[config.mk]
export PLATFORM = sky130hd
export DESIGN_NAME = bt_stream_link
export DESIGN_NICKNAME = d
export VERILOG_FILES = /design/src/logic/link_frame_pkg.sv /design/src/logic/uart_timing_pkg.sv /design/src/logic/bt_stream_link.sv /design/src/logic/packet_sequencer.sv /design/src/logic/stream_fifo_bank.sv /design/src/logic/stream_switch.sv /design/src/logic/uart_tx.sv
export SDC_FILE = /design/constraint.sdc
export NUM_CORES = 2
export LEC_CHECK = 0
export BUFFER_PORTS_ARGS = -buffer_cell sky130_fd_sc_hd__buf_2
export CORE_MARGIN = 2
export CORE_UTILIZATION = 40
export CTS_BUF_LIST = sky130_fd_sc_hd__clkbuf_2
export DETAILED_ROUTE_END_ITERATION = 10
export SLEW_MARGIN = 20
export SYNTH_ARGS = -nofsm -noshare
export SYNTH_HDL_FRONTEND = slang
export SYNTH_SLANG_ARGS = --single-unit
[constraint.sdc]
create_clock -name clock -period 13.7 [get_ports clock]
set_input_delay 2.74 -clock clock [delete_from_list [all_inputs] [get_ports clock]]
set_output_delay 2.74 -clock clock [all_outputs]
set_load 0.005 [all_outputs]
[src/logic/link_frame_pkg.sv]
// Channel count, frame layout, queue sizing and packet byte types
`default_nettype none

package link_frame_pkg;

	// Sensor channels
	localparam int N_CHANNELS = 8;

	typedef logic [$clog2(N_CHANNELS)-1:0] channel_id_t;
	typedef logic [N_CHANNELS-1:0] channel_mask_t;

	// One measurement from a sensor
	localparam int PAYLOAD_BITS = 110;

	typedef logic [PAYLOAD_BITS-1:0] payload_t;

	// Most significant byte goes out first
	typedef struct packed {
		logic [7:0] trailer_id;
		logic [1:0] pad;
		payload_t payload;
		logic [7:0] header_id;
	} frame_t;

	// Serial packet view of a frame
	localparam int PACKET_BYTES = 16;

	typedef logic [$clog2(PACKET_BYTES)-1:0] byte_index_t;
	typedef logic [PACKET_BYTES-1:0][7:0] packet_t;

	localparam byte_index_t LAST_BYTE = byte_index_t'(PACKET_BYTES - 1);

	// Per channel queue
	localparam int FIFO_DEPTH = 4;
	localparam int FIFO_PTR_BITS = $clog2(FIFO_DEPTH);

	typedef logic [FIFO_PTR_BITS-1:0] fifo_ptr_t;
	typedef logic [FIFO_PTR_BITS:0] fifo_count_t;

endpackage

`default_nettype wire

[src/logic/uart_timing_pkg.sv]
// UART timing configuration struct, bit counting and spacing constants
`default_nettype none

package uart_timing_pkg;

	// Clock cycle counts for bit length and byte spacing
	typedef logic [9:0] cycle_count_t;

	typedef struct packed {
		cycle_count_t cycles_per_bit;
		cycle_count_t byte_gap;
	} uart_cfg_t;

	// Bit position within one 8N1 character
	typedef logic [3:0] bit_count_t;

	localparam bit_count_t STOP_BIT = 4'd9;

	// Idle cycles between packets
	localparam int PACKET_GAP = 64;

	typedef logic [$clog2(PACKET_GAP + 1)-1:0] packet_gap_count_t;

endpackage

`default_nettype wire

[src/logic/bt_stream_link.sv]
// Top level of the datastream link with queues, switch, sequencer and UART
`timescale 1ns/1ps
`default_nettype none

module bt_stream_link (
	input logic clock,
	input logic reset,
	input link_frame_pkg::channel_mask_t frame_ready_i,
	input link_frame_pkg::payload_t payload_i [link_frame_pkg::N_CHANNELS],
	input link_frame_pkg::channel_mask_t stream_mask_i,
	input logic send_enable_i,
	input uart_timing_pkg::uart_cfg_t uart_cfg_i,
	output logic txd_o,
	output logic busy_o
);
	import link_frame_pkg::*;

	frame_t frame;
	channel_mask_t empty;
	channel_id_t select;
	logic select_ready;
	logic advance;
	logic pop;
	logic tx_start;
	logic tx_done;
	logic [7:0] tx_byte;

	stream_fifo_bank u_fifo_bank (
		.clock(clock),
		.reset(reset),
		.frame_ready_i(frame_ready_i),
		.payload_i(payload_i),
		.pop_i(pop),
		.select_i(select),
		.frame_o(frame),
		.empty_o(empty)
	);

	stream_switch u_switch (
		.clock(clock),
		.reset(reset),
		.advance_i(advance),
		.mask_i(stream_mask_i),
		.empty_i(empty),
		.select_o(select),
		.select_ready_o(select_ready)
	);

	packet_sequencer u_sequencer (
		.clock(clock),
		.reset(reset),
		.send_enable_i(send_enable_i),
		.mask_i(stream_mask_i),
		.empty_i(empty),
		.select_ready_i(select_ready),
		.frame_i(frame),
		.uart_cfg_i(uart_cfg_i),
		.tx_done_i(tx_done),
		.advance_o(advance),
		.pop_o(pop),
		.tx_start_o(tx_start),
		.tx_byte_o(tx_byte),
		.busy_o(busy_o)
	);

	uart_tx u_uart_tx (
		.clock(clock),
		.reset(reset),
		.start_i(tx_start),
		.data_i(tx_byte),
		.cycles_per_bit_i(uart_cfg_i.cycles_per_bit),
		.txd_o(txd_o),
		.tx_done_o(tx_done)
	);

endmodule

`default_nettype wire

[src/logic/packet_sequencer.sv]
// Send FSM with packet byte buffer, byte index and byte and packet spacing timers
`timescale 1ns/1ps
`default_nettype none

module packet_sequencer (
	input logic clock,
	input logic reset,
	input logic send_enable_i,
	input link_frame_pkg::channel_mask_t mask_i,
	input link_frame_pkg::channel_mask_t empty_i,
	input logic select_ready_i,
	input link_frame_pkg::frame_t frame_i,
	input uart_timing_pkg::uart_cfg_t uart_cfg_i,
	input logic tx_done_i,
	output logic advance_o,
	output logic pop_o,
	output logic tx_start_o,
	output logic [7:0] tx_byte_o,
	output logic busy_o
);
	import link_frame_pkg::*;
	import uart_timing_pkg::*;

	typedef enum logic [2:0] {
		idle,
		wait_for_clearance,
		release_from_fifo,
		load_buffer,
		rest_byte,
		send_byte,
		rest_transmission
	} state_t;

	state_t state;
	packet_t buffer;
	byte_index_t byte_index;
	cycle_count_t byte_timer;
	packet_gap_count_t packet_timer;
	logic data_left;
	logic send_ok;
	logic packet_sent;
	logic byte_gap_done;
	logic packet_gap_done;

	// Some requested channel still has a frame waiting
	assign data_left = |(mask_i & ~empty_i);
	assign send_ok = send_enable_i & data_left;

	assign packet_sent = (byte_index == LAST_BYTE);
	assign byte_gap_done = (byte_timer == uart_cfg_i.byte_gap);
	assign packet_gap_done = (packet_timer == packet_gap_count_t'(PACKET_GAP));

	always_ff @(posedge clock or posedge reset)
	begin
		if (reset)
		begin
			state <= idle;
			byte_index <= '0;
			byte_timer <= '0;
			packet_timer <= '0;
			advance_o <= 1'b0;
			pop_o <= 1'b0;
			tx_start_o <= 1'b0;
		end
		else
		begin
			// Strobes last a single cycle
			advance_o <= 1'b0;
			pop_o <= 1'b0;
			tx_start_o <= 1'b0;
			case (state)
				idle:
				begin
					if (send_ok)
					begin
						state <= wait_for_clearance;
						advance_o <= 1'b1;
					end
				end
				wait_for_clearance:
				begin
					if (!send_ok)
						state <= idle;
					else if (select_ready_i)
					begin
						state <= release_from_fifo;
						pop_o <= 1'b1;
					end
				end
				release_from_fifo:
				begin
					state <= load_buffer;
				end
				load_buffer:
				begin
					byte_index <= '0;
					state <= rest_byte;
				end
				rest_byte:
				begin
					state <= send_byte;
					tx_start_o <= 1'b1;
				end
				send_byte:
				begin
					if (tx_done_i)
					begin
						byte_timer <= '0;
						packet_timer <= '0;
						state <= rest_transmission;
					end
				end
				rest_transmission:
				begin
					if (!packet_sent)
					begin
						if (byte_gap_done)
						begin
							byte_index <= byte_index + 1'b1;
							state <= rest_byte;
						end
						else
							byte_timer <= byte_timer + 1'b1;
					end
					else if (!data_left)
						state <= idle;
					else if (packet_gap_done)
					begin
						state <= wait_for_clearance;
						advance_o <= 1'b1;
					end
					else
						packet_timer <= packet_timer + 1'b1;
				end
				default:
				begin
					state <= idle;
				end
			endcase
		end
	end

	// Single packet stage
	always_ff @(posedge clock)
	begin
		if (state == load_buffer)
			buffer <= packet_t'(frame_i);
	end

	// Index zero picks the top byte
	assign tx_byte_o = buffer[LAST_BYTE - byte_index];
	assign busy_o = (state != idle);

endmodule

`default_nettype wire

[src/logic/stream_fifo_bank.sv]
// Eight per-channel frame queues with write-when-not-full and a selected read port
`timescale 1ns/1ps
`default_nettype none

module stream_fifo_bank (
	input logic clock,
	input logic reset,
	input link_frame_pkg::channel_mask_t frame_ready_i,
	input link_frame_pkg::payload_t payload_i [link_frame_pkg::N_CHANNELS],
	input logic pop_i,
	input link_frame_pkg::channel_id_t select_i,
	output link_frame_pkg::frame_t frame_o,
	output link_frame_pkg::channel_mask_t empty_o
);
	import link_frame_pkg::*;

	frame_t head [N_CHANNELS];
	channel_mask_t full;

	for (genvar ch = 0; ch < N_CHANNELS; ch++)
	begin : g_queue
		frame_t mem [FIFO_DEPTH];
		frame_t stamped;
		fifo_ptr_t wr_ptr;
		fifo_ptr_t rd_ptr;
		fifo_count_t count;
		logic push;
		logic pull;

		assign full[ch] = (count == fifo_count_t'(FIFO_DEPTH));
		assign empty_o[ch] = (count == '0);

		// A frame arriving on a full queue is lost
		assign push = frame_ready_i[ch] & ~full[ch];
		assign pull = pop_i & (select_i == channel_id_t'(ch)) & ~empty_o[ch];

		// Channel number goes into both id bytes
		assign stamped = '{
			trailer_id: 8'(ch),
			pad: 2'b00,
			payload: payload_i[ch],
			header_id: 8'(ch)
		};

		always_ff @(posedge clock)
		begin
			if (push)
				mem[wr_ptr] <= stamped;
		end

		always_ff @(posedge clock or posedge reset)
		begin
			if (reset)
			begin
				wr_ptr <= '0;
				rd_ptr <= '0;
				count <= '0;
			end
			else
			begin
				if (push)
					wr_ptr <= wr_ptr + 1'b1;
				if (pull)
					rd_ptr <= rd_ptr + 1'b1;
				case ({push, pull})
					2'b10: count <= count + 1'b1;
					2'b01: count <= count - 1'b1;
					default: count <= count;
				endcase
			end
		end

		assign head[ch] = mem[rd_ptr];
	end

	// Popped frame is valid the cycle after the pop
	always_ff @(posedge clock)
	begin
		if (pop_i)
			frame_o <= head[select_i];
	end

endmodule

`default_nettype wire

[src/logic/stream_switch.sv]
// Round-robin channel selection over requested, non-empty queues
`timescale 1ns/1ps
`default_nettype none

module stream_switch (
	input logic clock,
	input logic reset,
	input logic advance_i,
	input link_frame_pkg::channel_mask_t mask_i,
	input link_frame_pkg::channel_mask_t empty_i,
	output link_frame_pkg::channel_id_t select_o,
	output logic select_ready_o
);
	import link_frame_pkg::*;

	channel_mask_t eligible;
	channel_id_t candidate;
	channel_id_t next_select;
	logic found;
	logic pending;

	assign eligible = mask_i & ~empty_i;

	// Rotating priority starting just after the current channel
	// Walk offsets downward so the nearest eligible channel wins
	always_comb
	begin
		next_select = select_o;
		found = 1'b0;
		candidate = select_o;
		for (int offset = N_CHANNELS; offset >= 1; offset--)
		begin
			candidate = select_o + channel_id_t'(offset);
			if (eligible[candidate])
			begin
				next_select = candidate;
				found = 1'b1;
			end
		end
	end

	always_ff @(posedge clock or posedge reset)
	begin
		if (reset)
		begin
			// First search then begins at channel zero
			select_o <= channel_id_t'(N_CHANNELS - 1);
			select_ready_o <= 1'b0;
			pending <= 1'b0;
		end
		else
		begin
			select_ready_o <= 1'b0;
			if (advance_i | pending)
			begin
				if (found)
				begin
					select_o <= next_select;
					select_ready_o <= 1'b1;
					pending <= 1'b0;
				end
				else
				begin
					// Keep looking until a requested queue fills
					pending <= 1'b1;
				end
			end
		end
	end

endmodule

`default_nettype wire

[src/logic/uart_tx.sv]
// 8N1 UART transmitter with a programmable bit length in clock cycles
`timescale 1ns/1ps
`default_nettype none

module uart_tx (
	input logic clock,
	input logic reset,
	input logic start_i,
	input logic [7:0] data_i,
	input uart_timing_pkg::cycle_count_t cycles_per_bit_i,
	output logic txd_o,
	output logic tx_done_o
);
	import uart_timing_pkg::*;

	logic busy;
	logic bit_end;
	logic [8:0] shift_reg;
	cycle_count_t bit_timer;
	bit_count_t bit_count;

	assign bit_end = (bit_timer == cycles_per_bit_i - cycle_count_t'(1));

	// Data bits then the stop bit shift out from the bottom
	always_ff @(posedge clock)
	begin
		if (start_i & ~busy)
			shift_reg <= {1'b1, data_i};
		else if (busy & bit_end)
			shift_reg <= {1'b1, shift_reg[8:1]};
	end

	always_ff @(posedge clock or posedge reset)
	begin
		if (reset)
		begin
			busy <= 1'b0;
			txd_o <= 1'b1;
			tx_done_o <= 1'b0;
			bit_timer <= '0;
			bit_count <= '0;
		end
		else
		begin
			tx_done_o <= 1'b0;
			if (!busy)
			begin
				// Start bit begins right away
				if (start_i)
				begin
					busy <= 1'b1;
					txd_o <= 1'b0;
					bit_timer <= '0;
					bit_count <= '0;
				end
			end
			else if (!bit_end)
				bit_timer <= bit_timer + 1'b1;
			else if (bit_count == STOP_BIT)
			begin
				busy <= 1'b0;
				txd_o <= 1'b1;
				tx_done_o <= 1'b1;
			end
			else
			begin
				bit_timer <= '0;
				bit_count <= bit_count + 1'b1;
				txd_o <= shift_reg[0];
			end
		end
	end

endmodule

`default_nettype wire

==> impl_metrics.json <==
{
  "synth_cells": 6814,
  "initial_core_util": 0.402,
  "status": "complete, no violations",
  "clock-root-buffer": "clkbuf_2",
  "max_cap_violations": 0,
  "yosysMostFrequentCell": "edfxtp_1",
  "required_ps": 10960,
  "synthesis.area_mm2": 0.149,
  "clk_pin_slew_worst_paths_ps": 110,
  "grt_pass1_wl_um": 648000,
  "nets": 9449,
  "io_pins": 921,
  "setup_viol": 0,
  "first_iter_violations": 9468,
  "hold_class": "reg2reg",
  "placed_cells": 12500,
  "start_kind": "flop",
  "worstPathArrival_ps": 3820,
  "cts_tree": "built",
  "grtUsageTotal": 0.252,
  "skew_ps": 206,
  "rows": 223,
  "hold_buffers": 0,
  "avgSynthCellArea_um2": 21.8,
  "rsz0062_at_grt": "no",
  "cts_max_level": 6,
  "finalHoldViolCount": 0,
  "final.fill_count": 31800,
  "regArea_mm2": 0.115,
  "core_mm2": 0.370,
  "routabilityCongestion": 0.863,
  "tns_ps": 0,
  "ys_types": 64,
  "grt_max_degree": 107,
  "hpwl_um": 338000,
  "synthTopCellsByArea": "edfxtp_1 (76%), mux4_2 (14%), mux2i_1 (2.1%)",
  "yosysSeqAreaShare": 0.775,
  "antenna_found_initial": 568,
  "ys_ff_latch": 3859,
  "drc": 0,
  "path_class": "reg2out",
  "cts.sinks": 3859,
  "numCtsBuffers": 934,
  "wire_per_inst_um": 33.6,
  "die_w_um": 614,
  "grt_pass1_vias": 80400,
  "peakVddDrop_mv": 0.0949,
  "yosys.area.top_type": "edfxtp_1",
  "async_reset_ff_frac": 0.0272,
  "share_comb_of_total_power": 0.143,
  "multi_input_area_mm2": 0.0315,
  "max_freq_mhz": 152,
  "dieArea_mm2": 0.377,
  "area_growth_pct": 13.6,
  "wl_um": 485000,
  "cts_setup_buffers": 0,
  "seqPwrFrac": 0.579,
  "yosys_warnings": 0,
  "via_count": 80600,
  "p_clk_frac": 0.278,
  "drt_first_pass_iters": 6,
  "fin_crit_ps": 6560,
  "p_int_uw": 19400,
  "period_share": 0.479,
  "insertion_delay_ps": 2350,
  "max_slew_margin": 0.250,
  "synthTopCellsByCount": "edfxtp_1 (3754), mux4_2 (919), mux2i_1 (310)",
  "cts-resized-gates": 0,
  "reg.largest.list": "u_fifo_bank.g_queue.mem (3520), u_fifo_bank.frame_o (113), u_sequencer.buffer (113)",
  "viasPerCell": 5.59,
  "power_switching_uw": 7990,
  "grt_overflow": 0,
  "end_kind": "primary output",
  "leakage_uw": 0.0564,
  "maxSlewViolCount": 0,
  "yosysTopAreaCellShare": 0.758,
  "largest_register_ffs": 3520,
  "drive_above_1_share": 0.386,
  "syn_nets": 7796,
  "io_buffers": 920,
  "die_h_um": 614,
  "power_density_mw_per_mm2": 162,
  "swShare": 0.292,
  "crit_path_max_fanout": 21,
  "clockBufferDepth": 4,
  "regMostFlops": "u_fifo_bank.g_queue.mem",
  "tightestPinTransition_ps": 1120,
  "stdcell_count": 14400,
  "fin_util": 0.457,
  "synth_ff_type": "edfxtp_1",
  "synth_edf_count": 3754,
  "ant_nets": 0
}
==> worst paths after layout <==
check	startpoint	endpoint	slack, ps	cells after the start
max	u_sequencer.state[2]$_DFFE_PP0P_	busy_o	7140	3
min	u_fifo_bank.frame_o[87]$_DFFE_PP_	u_sequencer.buffer[87]$_DFFE_PN_	340	0
max reg2reg	u_switch.select_o[0]$_DFFE_PP1P_	u_fifo_bank.frame_o[47]$_DFFE_PP_	9040	6
min reg2reg	u_fifo_bank.frame_o[87]$_DFFE_PP_	u_sequencer.buffer[87]$_DFFE_PN_	340	0
max in group asynchronous	reset	u_fifo_bank.g_queue[2].rd_ptr[1]$_DFFE_PP0P_	11360	3
min in group asynchronous	reset	u_sequencer.byte_timer[4]$_DFFE_PP0P_	570	2
==> per-layer routing <==
metal	share of wire	global-route usage	up-vias
li1	-	-	32800
met1	0.34	0.290	41800
met2	0.51	0.425	4389
met3	0.10	0.0823	1388
met4	0.049	0.122	244
met5	0.0032	0	-
==> power groups by stage <==
stage	registers (uW)	logic, uW	clock network [uW]
floorplan	16100	2090	0
global placement	16000	3890	0
detailed placement	16100	3970	0
CTS	15800	3980	7780
global route	16000	4120	8340
finish	15800	3900	7610
==> critical path, stage by stage (launching register included) <==
cell	delay (ps)
dfrtp_1	380
buf_4	230
or3_1	600
buf_2	260
==> area by class of cell <==
class / count / area share
flip-flops and latches: 3859 / 0.683
multi-input cells: 2381 / 0.187
clock buffers: 1351 / 0.0400
well taps: 4950 / 0.0367
repair buffers: 1060 / 0.0339
clock inverters: 313 / 0.0104
inverters: 231 / 0.00519
diodes: 275 / 0.00407
==> cells by family after synthesis <==
group | after synthesis | synth area share
simple gates | 381 | 0.0141
fa+ha+maj | 63 | 0.00570
buf+inv | 574 | 0.0147
mux | 1229 | 0.160
xor+xnor | 81 | 0.00477
flops | 3859 | 0.775
compound gates | 627 | 0.0254
==> per-stage QoR <==
| step | hold WS [ps] | area, um2 | worst slack [ps] | power (uW) |
|---|---|---|---|---|
| 2_1_floorplan | 400 | 149000 | 7490 | 18200 |
| 3_3_place_gp | 403 | 160000 | 7900 | 19900 |
| 3_5_place_dp | 405 | 160000 | 7930 | 20100 |
| 4_1_cts | 304 | 168000 | 6920 | 27600 |
| 5_1_grt | 317 | 169000 | 6940 | 28400 |
| 6_report | 344 | 169000 | 7140 | 27300 |
==> cells in the final DEF (no fill, tap or decap), types with 9 or more instances in the layout <==
cell,n
clkinv_1,227
nor3_1,14
nand2_1,64
a31oi_1,9
o22ai_2,20
nand4_1,20
ha_1,55
clkbuf_2,1351
o31a_1,9
and2_4,32
o211ai_1,19
or3_1,85
dfrtp_4,19
bufinv_16,9
o22ai_1,201
or2_2,37
xor2_1,44
edfxtp_1,3754
nor2_1,52
buf_4,136
diode_2,275
a21oi_1,102
mux4_2,919
clkinv_2,31
mux2i_1,306
nand3_1,15
o31ai_1,14
inv_6,9
inv_1,228
xnor2_1,37
buf_2,920
o311ai_0,10
o21ai_0,188
dfrtp_1,82
(Power assumes the default switching activity.)
